[src/hw/cutter_pkg.sv]
/*
 * Shared widths, vector types, controller states and the
 * minimum cut length for the packet truncator
 */

package cutter_pkg;

   // Stream word geometry
   localparam int DATA_WIDTH     = 256;
   localparam int STRB_WIDTH     = DATA_WIDTH / 8;
   localparam int TUSER_WIDTH    = 128;

   // Length field sits in the low bits of tuser on the first word
   localparam int LEN_WIDTH      = 16;
   localparam int BYTE_IDX_WIDTH = 5;

   typedef logic [DATA_WIDTH-1:0]  data_t;

   // MSB is the first byte of the word
   typedef logic [STRB_WIDTH-1:0]  strb_t;

   typedef logic [TUSER_WIDTH-1:0] tuser_t;
   typedef logic [LEN_WIDTH-1:0]   pkt_len_t;

   // Enough for the word index of any 64 KB packet
   typedef logic [LEN_WIDTH-BYTE_IDX_WIDTH-1:0] word_cnt_t;

   // Shorter cut requests are ignored
   localparam pkt_len_t MIN_CUT_BYTES = 16'd64;

   typedef enum logic [1:0] {
      PASS_FIRST = 2'd0,
      PASS_BODY  = 2'd1,
      CUT_BODY   = 2'd2,
      DRAIN      = 2'd3
   } cut_state_t;

endpackage
[src/hw/fifo_word_if.sv]
/*
 * Head-of-FIFO word bundle: payload, last flag, empty flag
 * and the pop strobe from the consumer
 */

`timescale 1ns/1ps

interface fifo_word_if;

   // Oldest buffered word, valid while empty is low
   cutter_pkg::data_t  tdata;
   cutter_pkg::strb_t  tstrb;
   cutter_pkg::tuser_t tuser;
   logic               tlast;
   logic               empty;

   // Pops the head word at the next clock edge
   logic               rd_en;

   modport fifo (
      output tdata,
      output tstrb,
      output tuser,
      output tlast,
      output empty,
      input  rd_en
   );

   modport ctrl (
      input  tdata,
      input  tstrb,
      input  tuser,
      input  tlast,
      input  empty,
      output rd_en
   );

endinterface

[src/hw/packet_cutter.sv]
/*
 * AXI-Stream packet truncator top: input FIFO feeding the
 * cut controller, FIFO depth set here
 */

`timescale 1ns/1ps

module packet_cutter #(
   parameter int FIFO_DEPTH_BITS = 3
) (
   input  logic                 axi_aclk,
   input  logic                 axi_resetn,

   // Slave stream from the receive side
   input  cutter_pkg::data_t    s_axis_tdata,
   input  cutter_pkg::strb_t    s_axis_tstrb,
   input  cutter_pkg::tuser_t   s_axis_tuser,
   input  logic                 s_axis_tvalid,
   output logic                 s_axis_tready,
   input  logic                 s_axis_tlast,

   // Master stream towards the datapath
   output cutter_pkg::data_t    m_axis_tdata,
   output cutter_pkg::strb_t    m_axis_tstrb,
   output cutter_pkg::tuser_t   m_axis_tuser,
   output logic                 m_axis_tvalid,
   input  logic                 m_axis_tready,
   output logic                 m_axis_tlast,

   // Sampled on the first word of each packet
   input  logic                 cut_en,
   input  cutter_pkg::pkt_len_t cut_bytes
);

   fifo_word_if head_if ();

   pkt_fifo #(
      .FIFO_DEPTH_BITS (FIFO_DEPTH_BITS)
   ) fifo0 (
      .axi_aclk   (axi_aclk),
      .axi_resetn (axi_resetn),
      .in_tdata   (s_axis_tdata),
      .in_tstrb   (s_axis_tstrb),
      .in_tuser   (s_axis_tuser),
      .in_tlast   (s_axis_tlast),
      .in_valid   (s_axis_tvalid),
      .in_ready   (s_axis_tready),
      .head       (head_if.fifo)
   );

   cut_ctrl ctrl0 (
      .axi_aclk   (axi_aclk),
      .axi_resetn (axi_resetn),
      .head       (head_if.ctrl),
      .cut_en     (cut_en),
      .cut_bytes  (cut_bytes),
      .m_tdata    (m_axis_tdata),
      .m_tstrb    (m_axis_tstrb),
      .m_tuser    (m_axis_tuser),
      .m_tvalid   (m_axis_tvalid),
      .m_tready   (m_axis_tready),
      .m_tlast    (m_axis_tlast)
   );

endmodule

[src/hw/cut_ctrl.sv]
/*
 * Cut decision on the first word, kept word counting, output mux
 * with length rewrite and tail strobe, drain of the discarded tail
 */

`timescale 1ns/1ps

module cut_ctrl (
   input  logic                 axi_aclk,
   input  logic                 axi_resetn,
   fifo_word_if.ctrl            head,
   input  logic                 cut_en,
   input  cutter_pkg::pkt_len_t cut_bytes,
   output cutter_pkg::data_t    m_tdata,
   output cutter_pkg::strb_t    m_tstrb,
   output cutter_pkg::tuser_t   m_tuser,
   output logic                 m_tvalid,
   input  logic                 m_tready,
   output logic                 m_tlast
);

   cutter_pkg::cut_state_t state;
   cutter_pkg::cut_state_t state_next;
   cutter_pkg::word_cnt_t  word_cnt;
   cutter_pkg::word_cnt_t  word_cnt_next;
   cutter_pkg::word_cnt_t  last_idx;
   cutter_pkg::word_cnt_t  last_idx_next;
   cutter_pkg::strb_t      tail_strb;
   cutter_pkg::strb_t      tail_strb_next;

   cutter_pkg::pkt_len_t   in_len;
   cutter_pkg::pkt_len_t   cut_bytes_m1;
   cutter_pkg::word_cnt_t  cut_last_idx;
   cutter_pkg::strb_t      cut_tail_strb;
   logic [cutter_pkg::BYTE_IDX_WIDTH-1:0] cut_rem;
   logic                   do_cut;
   logic                   body_last;

   assign in_len = head.tuser[cutter_pkg::LEN_WIDTH-1:0];
   assign do_cut = cut_en && (in_len > cut_bytes)
                   && (cut_bytes >= cutter_pkg::MIN_CUT_BYTES);

   // Index of the last kept word is floor((cut_bytes - 1) / 32)
   assign cut_bytes_m1 = cut_bytes - 1'b1;
   assign cut_last_idx = cut_bytes_m1[cutter_pkg::LEN_WIDTH-1:cutter_pkg::BYTE_IDX_WIDTH];

   // Top bytes of the final word, whole word on an exact multiple
   assign cut_rem       = cut_bytes[cutter_pkg::BYTE_IDX_WIDTH-1:0];
   assign cut_tail_strb = (cut_rem == '0) ? {cutter_pkg::STRB_WIDTH{1'b1}}
                                          : ~({cutter_pkg::STRB_WIDTH{1'b1}} >> cut_rem);

   assign body_last  = (word_cnt == last_idx);

   always_comb begin
      m_tdata        = head.tdata;
      m_tstrb        = head.tstrb;
      m_tuser        = head.tuser;
      m_tlast        = head.tlast;
      m_tvalid       = 1'b0;
      head.rd_en     = 1'b0;
      state_next     = state;
      word_cnt_next  = word_cnt;
      last_idx_next  = last_idx;
      tail_strb_next = tail_strb;

      case (state)
         cutter_pkg::PASS_FIRST: begin
            if (!head.empty) begin
               m_tvalid = 1'b1;
               if (do_cut) begin
                  m_tuser[cutter_pkg::LEN_WIDTH-1:0] = cut_bytes;
               end
               if (m_tready) begin
                  head.rd_en = 1'b1;
                  if (head.tlast) begin
                     state_next = cutter_pkg::PASS_FIRST;
                  end else if (do_cut) begin
                     state_next = cutter_pkg::CUT_BODY;
                  end else begin
                     state_next = cutter_pkg::PASS_BODY;
                  end
                  // First word already sent, count from one
                  if (do_cut) begin
                     word_cnt_next  = cutter_pkg::word_cnt_t'(1);
                     last_idx_next  = cut_last_idx;
                     tail_strb_next = cut_tail_strb;
                  end
               end
            end
         end

         cutter_pkg::PASS_BODY: begin
            if (!head.empty) begin
               m_tvalid = 1'b1;
               if (m_tready) begin
                  head.rd_en = 1'b1;
                  if (head.tlast) begin
                     state_next = cutter_pkg::PASS_FIRST;
                  end
               end
            end
         end

         cutter_pkg::CUT_BODY: begin
            if (!head.empty) begin
               m_tvalid = 1'b1;
               m_tuser  = '0;
               if (body_last) begin
                  m_tlast = 1'b1;
                  m_tstrb = tail_strb;
               end
               if (m_tready) begin
                  head.rd_en    = 1'b1;
                  word_cnt_next = word_cnt + 1'b1;
                  if (head.tlast) begin
                     state_next = cutter_pkg::PASS_FIRST;
                  end else if (body_last) begin
                     state_next = cutter_pkg::DRAIN;
                  end
               end
            end
         end

         // Remainder of the input packet is consumed without output
         cutter_pkg::DRAIN: begin
            if (!head.empty) begin
               head.rd_en = 1'b1;
               if (head.tlast) begin
                  state_next = cutter_pkg::PASS_FIRST;
               end
            end
         end

         default: begin
            state_next = cutter_pkg::PASS_FIRST;
         end
      endcase
   end

   always_ff @(posedge axi_aclk) begin
      if (!axi_resetn) begin
         state     <= cutter_pkg::PASS_FIRST;
         word_cnt  <= '0;
         last_idx  <= '0;
         tail_strb <= '0;
      end else begin
         state     <= state_next;
         word_cnt  <= word_cnt_next;
         last_idx  <= last_idx_next;
         tail_strb <= tail_strb_next;
      end
   end

   // A stalled output word stays on the bus until it is taken
   a_hold_under_backpressure: assert property (
      @(posedge axi_aclk) disable iff (!axi_resetn)
      m_tvalid && !m_tready |=> m_tvalid && $stable(m_tdata) && $stable(m_tlast)
   );

   // A cut packet never runs past its kept word count
   a_cut_within_kept: assert property (
      @(posedge axi_aclk) disable iff (!axi_resetn)
      (state == cutter_pkg::CUT_BODY) |-> (word_cnt <= last_idx)
   );

endmodule

[src/hw/pkt_fifo.sv]
/*
 * Fall-through FIFO of whole stream words with a nearly-full
 * flag driving the upstream ready
 */

`timescale 1ns/1ps

module pkt_fifo #(
   parameter int FIFO_DEPTH_BITS = 3
) (
   input  logic               axi_aclk,
   input  logic               axi_resetn,
   input  cutter_pkg::data_t  in_tdata,
   input  cutter_pkg::strb_t  in_tstrb,
   input  cutter_pkg::tuser_t in_tuser,
   input  logic               in_tlast,
   input  logic               in_valid,
   output logic               in_ready,
   fifo_word_if.fifo          head
);

   localparam int DEPTH = 1 << FIFO_DEPTH_BITS;
   localparam logic [FIFO_DEPTH_BITS:0] FULL_LVL        = (FIFO_DEPTH_BITS+1)'(DEPTH);
   localparam logic [FIFO_DEPTH_BITS:0] NEARLY_FULL_LVL = (FIFO_DEPTH_BITS+1)'(DEPTH - 1);

   cutter_pkg::data_t  mem_tdata [DEPTH];
   cutter_pkg::strb_t  mem_tstrb [DEPTH];
   cutter_pkg::tuser_t mem_tuser [DEPTH];
   logic               mem_tlast [DEPTH];

   logic [FIFO_DEPTH_BITS-1:0] wr_ptr;
   logic [FIFO_DEPTH_BITS-1:0] rd_ptr;
   logic [FIFO_DEPTH_BITS:0]   count;
   logic                       wr_en;

   // Keep one slot spare so ready can drop a cycle late
   assign in_ready = (count < NEARLY_FULL_LVL);
   assign wr_en    = in_valid && in_ready;

   // Head word is read straight from the array
   assign head.tdata = mem_tdata[rd_ptr];
   assign head.tstrb = mem_tstrb[rd_ptr];
   assign head.tuser = mem_tuser[rd_ptr];
   assign head.tlast = mem_tlast[rd_ptr];
   assign head.empty = (count == '0);

   always_ff @(posedge axi_aclk) begin
      if (wr_en) begin
         mem_tdata[wr_ptr] <= in_tdata;
         mem_tstrb[wr_ptr] <= in_tstrb;
         mem_tuser[wr_ptr] <= in_tuser;
         mem_tlast[wr_ptr] <= in_tlast;
      end
   end

   always_ff @(posedge axi_aclk) begin
      if (!axi_resetn) begin
         wr_ptr <= '0;
         rd_ptr <= '0;
         count  <= '0;
      end else begin
         if (wr_en) begin
            wr_ptr <= wr_ptr + 1'b1;
         end
         if (head.rd_en) begin
            rd_ptr <= rd_ptr + 1'b1;
         end
         // Simultaneous push and pop leaves the level unchanged
         case ({wr_en, head.rd_en})
            2'b10:   count <= count + 1'b1;
            2'b01:   count <= count - 1'b1;
            default: count <= count;
         endcase
      end
   end

   // Fill level never exceeds the depth and tracks the pointer distance
   a_level_matches_ptrs: assert property (
      @(posedge axi_aclk) disable iff (!axi_resetn)
      (count <= FULL_LVL) && (count[FIFO_DEPTH_BITS-1:0] == wr_ptr - rd_ptr)
   );

   // Consumer must only pop a word that is present
   a_no_read_when_empty: assert property (
      @(posedge axi_aclk) disable iff (!axi_resetn)
      head.rd_en |-> !head.empty
   );

endmodule

[config.mk]
export PLATFORM = sky130hd
export DESIGN_NAME = packet_cutter
export DESIGN_NICKNAME = d
export VERILOG_FILES = /design/src/hw/cutter_pkg.sv /design/src/hw/fifo_word_if.sv /design/src/hw/packet_cutter.sv /design/src/hw/cut_ctrl.sv /design/src/hw/pkt_fifo.sv
export SDC_FILE = /design/constraint.sdc
export NUM_CORES = 2
export LEC_CHECK = 0
export ABC_CLOCK_PERIOD_IN_PS = 132700
export BUFFER_PORTS_ARGS = -buffer_cell sky130_fd_sc_hd__buf_2
export CORE_ASPECT_RATIO = 0.9
export CORE_MARGIN = 2
export CORE_UTILIZATION = 34
export DETAILED_ROUTE_END_ITERATION = 8
export PLACE_DENSITY = 0.55
export SLEW_MARGIN = 20
export SYNTH_ARGS = -nofsm -noshare
export SYNTH_HDL_FRONTEND = slang
export SYNTH_HIERARCHICAL = 1
export SYNTH_SLANG_ARGS = --single-unit
[constraint.sdc]
create_clock -name axi_aclk -period 132.7 [get_ports axi_aclk]
set_input_delay 6.635 -clock axi_aclk [delete_from_list [all_inputs] [get_ports axi_aclk]]
set_output_delay 6.635 -clock axi_aclk [all_outputs]
set_load 0.02 [all_outputs]
==> impl_metrics.csv <==
group,metric,value,unit
cts,cts_tree,"built",
synthesis,synthTopCellsByCount,"edfxtp_1, mux4_2, mux2_2",
cts,htree_levels,5,
synthesis,synth-seq-cells,3405,
cts,cts_resized,0,
drt,first_iter_violations,5009,
placed_design,routabilityCongestion,0.828,
sta,rsz0062_at_grt,"no",
worst_setup_path,crit_end,"m_axis_tuser[3]",
synthesis,yosys.cell_types.count,56,
final_layout,fillers,34403,
cts,cts_root_buf,"clkbuf_16",
sta,timing.fmax,60.3,MHz
worst_setup_path,r2r-end,"ctrl0/tail_strb[21]$_SDFFE_PN0P_",
floorplan,die_w,661,um
synthesis,synth_most_common_cell,"edfxtp_1",
floorplan,rows,217,
synthesis,yosys.area.top_type,"edfxtp_1",
final_layout,nets,6992,
worst_setup_path,crit_required,126060,ps
final_layout,regArea,102000,um^2
worst_setup_path,cp.arrival,9960,ps
cts,cts_setup_buffers,0,
outcome,status,"finished, final reports clean",
global_routing,grt_pass1_wl,463000,um
drt,firstDrtPassIters,5,
synthesis,synth_area,132000,um^2
synthesis,synth.avg_cell_area,23.0,um^2
power_and_ir_drop,p_total,2.89,mW
synthesis,synth-seq-area-share,76.9,%
drt,drc,0,
cts,path_clk_slew,60,ps
power_and_ir_drop,power.density,19.1,nW/um^2
worst_setup_path,critical_path.top_delay_family,"compound AO/OA/AOI/OAI gates",
worst_setup_path,r2r_cells,12,
global_routing,antenna_found_initial,166,
global_routing,grt_max_degree,153,
worst_hold_path,hold_class,"register to register",
sta,hold_viol,0,
sta,slew_viol_final,0,
worst_setup_path,path_common_cell,"buf_2",
cts,cts.sinks,3405,
final_layout,multiInputGateArea,27200,um^2
synthesis,synth-edff-count,3336,
run,drv_cap,0,
sta,fin_crit_sh,12.5,%
worst_setup_path,critPathLaunch,"cut_bytes[4]",
final_layout,instances_no_fill,12018,
synthesis,synth_top_area_share,75.9,%
final_layout,drive_gt1_share,40.4,%
cts,hold_buffers,0,
worst_setup_path,regToRegSetupSlack,125050,ps
placed_design,io_buffers,856,
worst_setup_path,cp_slowest_cell,"a31o_2",
sta,fin_tns_setup,0,ps
sta,finClkSkew,48.7,ps
synthesis,postSynthCellCount,5743,
floorplan,core-area,387000,um^2
worst_setup_path,cp.depth,10,
sta,slew_headroom,19.4,%
drt,detail-route-antenna-nets,0,
floorplan,die_y,595,um
synthesis,yosysWarnings,6,
floorplan,io_pins,857,
drt,vias,60187,
drt,wirelength,326000,um
synthesis,synth_fp_nets,6203,
synthesis,synthArstFlopShare,0,%
power_and_ir_drop,ir_drop,0.0142,mV
floorplan,initial_core_util,34.1,%
worst_setup_path,crit_buf_inv,3,
sta,tightest_slew,1210,ps
power_and_ir_drop,power_leakage,47.5,nW
cts,cts_made_buffers,357,
global_routing,grt_overflow,0,
placed_design,dp_hpwl,191000,um
placed_design,dpl.cell_count,11319,
worst_setup_path,worstPathCellList,"buf_2 -> inv_1 -> ha_1 -> nand4_1 -> or4_1 -> o211ai_1 -> a31o_2 -> a22oi_1 -> o21ai_0 -> buf_2",
cts,clk_path_buf_depth,4,
final_layout,syn2layout_area_growth,15.0,%
worst_setup_path,cp-end-kind,"output port",
sta,min_period,16590,ps
worst_setup_path,startpoint_type,"input port",
synthesis,synth_ff_type,"edfxtp_1",
worst_setup_path,slowest_delay,540,ps
cts,insertion_delay,930,ps
synthesis,synth_area_leaders,"edfxtp_1, mux4_2, mux2_2, buf_4, dfxtp_1",
worst_setup_path,path_max_fanout,24,
sta,finalSetupViolCount,0,
global_routing,grtUsageTotal,16.2,%
drt,via_per_inst,5.01,
global_routing,grt_pass1_vias,62569,
drt,wire_per_inst,27.1,um
worst_setup_path,critPathKind,"input port to output port",
floorplan,dieArea,393000,um^2
worst min path at each step:
stage	start	endpoint	cells after the start
finish	ctrl0/tail_strb[31]$_SDFFE_PN0P_	ctrl0/tail_strb[31]$_SDFFE_PN0P_	2
CTS	ctrl0/tail_strb[31]$_SDFFE_PN0P_	ctrl0/tail_strb[31]$_SDFFE_PN0P_	2
floorplan	ctrl0/tail_strb[31]$_SDFFE_PN0P_	ctrl0/tail_strb[31]$_SDFFE_PN0P_	2
global placement	fifo0/count[3]$_SDFFE_PN0P_	fifo0/count[3]$_SDFFE_PN0P_	2
detailed placement	ctrl0/tail_strb[31]$_SDFFE_PN0P_	ctrl0/tail_strb[31]$_SDFFE_PN0P_	2
global route	ctrl0/tail_strb[16]$_SDFFE_PN0P_	ctrl0/tail_strb[16]$_SDFFE_PN0P_	2
per-layer routing:
metal  track usage, %  share of wire [%]  vias up
li1                 -                  -    25486
met1             19.5                 39    32304
met2             28.4                 52     1598
met3             2.94                4.9      729
met4             6.63                4.6       70
met5                0               0.13        -
logic make-up after synthesis:
| kind of cell | Yosys count | synth area share (%) |
|---|---|---|
| DFF | 3405 | 76.9 |
| muxes | 1294 | 18.1 |
| buffers and inverters | 554 | 2.57 |
| and+or+nand+nor | 302 | 1.27 |
| AOI/OAI and AO/OA | 140 | 0.742 |
| xor gates and xnor gates | 26 | 0.172 |
| adders and majority gates | 22 | 0.208 |
final cells by class:
cell class	instances	area share, %
diodes	48	0.0791
well taps	5146	4.24
clock buffers	458	6.19
clock inverters	193	1.18
flip-flops and latches	3405	66.9
repair buffers	967	3.50
multi-input cells	1784	17.9
inverters	17	0.0420
report_power, final:
| part | switching [mW] | internal [mW] |
|---|---|---|
| Combinational | 0.384 | 0.283 |
| Clock | 0.415 | 0.540 |
| Sequential | 0.0203 | 1.25 |
worst min-delay path: stages (launching register included):
cell	delay [ps]
dfxtp_1	320
nor2_1	100
nor2_1	40
stage by stage:
stage               setup slack, ps  util [%]  area [um^2]  hold slack, ps
CTS                          116120      39.2       152000             506
floorplan                     84370         -       132000             436
finish                       116110      39.2       152000             505
detailed placement           116130      36.3       141000             496
global route                 116070      39.2       152000             534
global placement             116220      36.3       141000             489
state kept, by name, summed over array words and instances (netlist names), named ones only:
signal,flops
ctrl0/state,2
fifo0/mem_tuser,1024
fifo0/mem_tdata,2048
fifo0/wr_ptr,3
fifo0/count,4
ctrl0/word_cnt,11
fifo0/mem_tstrb,256
ctrl0/tail_strb,32
fifo0/rd_ptr,3
ctrl0/last_idx,11
fifo0/mem_tlast,8
layout by cell type, fill, tap and decap left out, drive strengths merged, types with 26 or more instances in the layout:
| cell | instances |
|---|---|
| nor2b | 116 |
| nand2 | 43 |
| a21oi | 26 |
| dfxtp | 69 |
| diode | 48 |
| nor2 | 62 |
| inv | 34 |
| edfxtp | 3336 |
| mux4 | 834 |
| clkbuf | 458 |
| buf | 967 |
| clkinv | 148 |
| mux2 | 449 |
No activity file was read; power rests on OpenSTA's default activity.
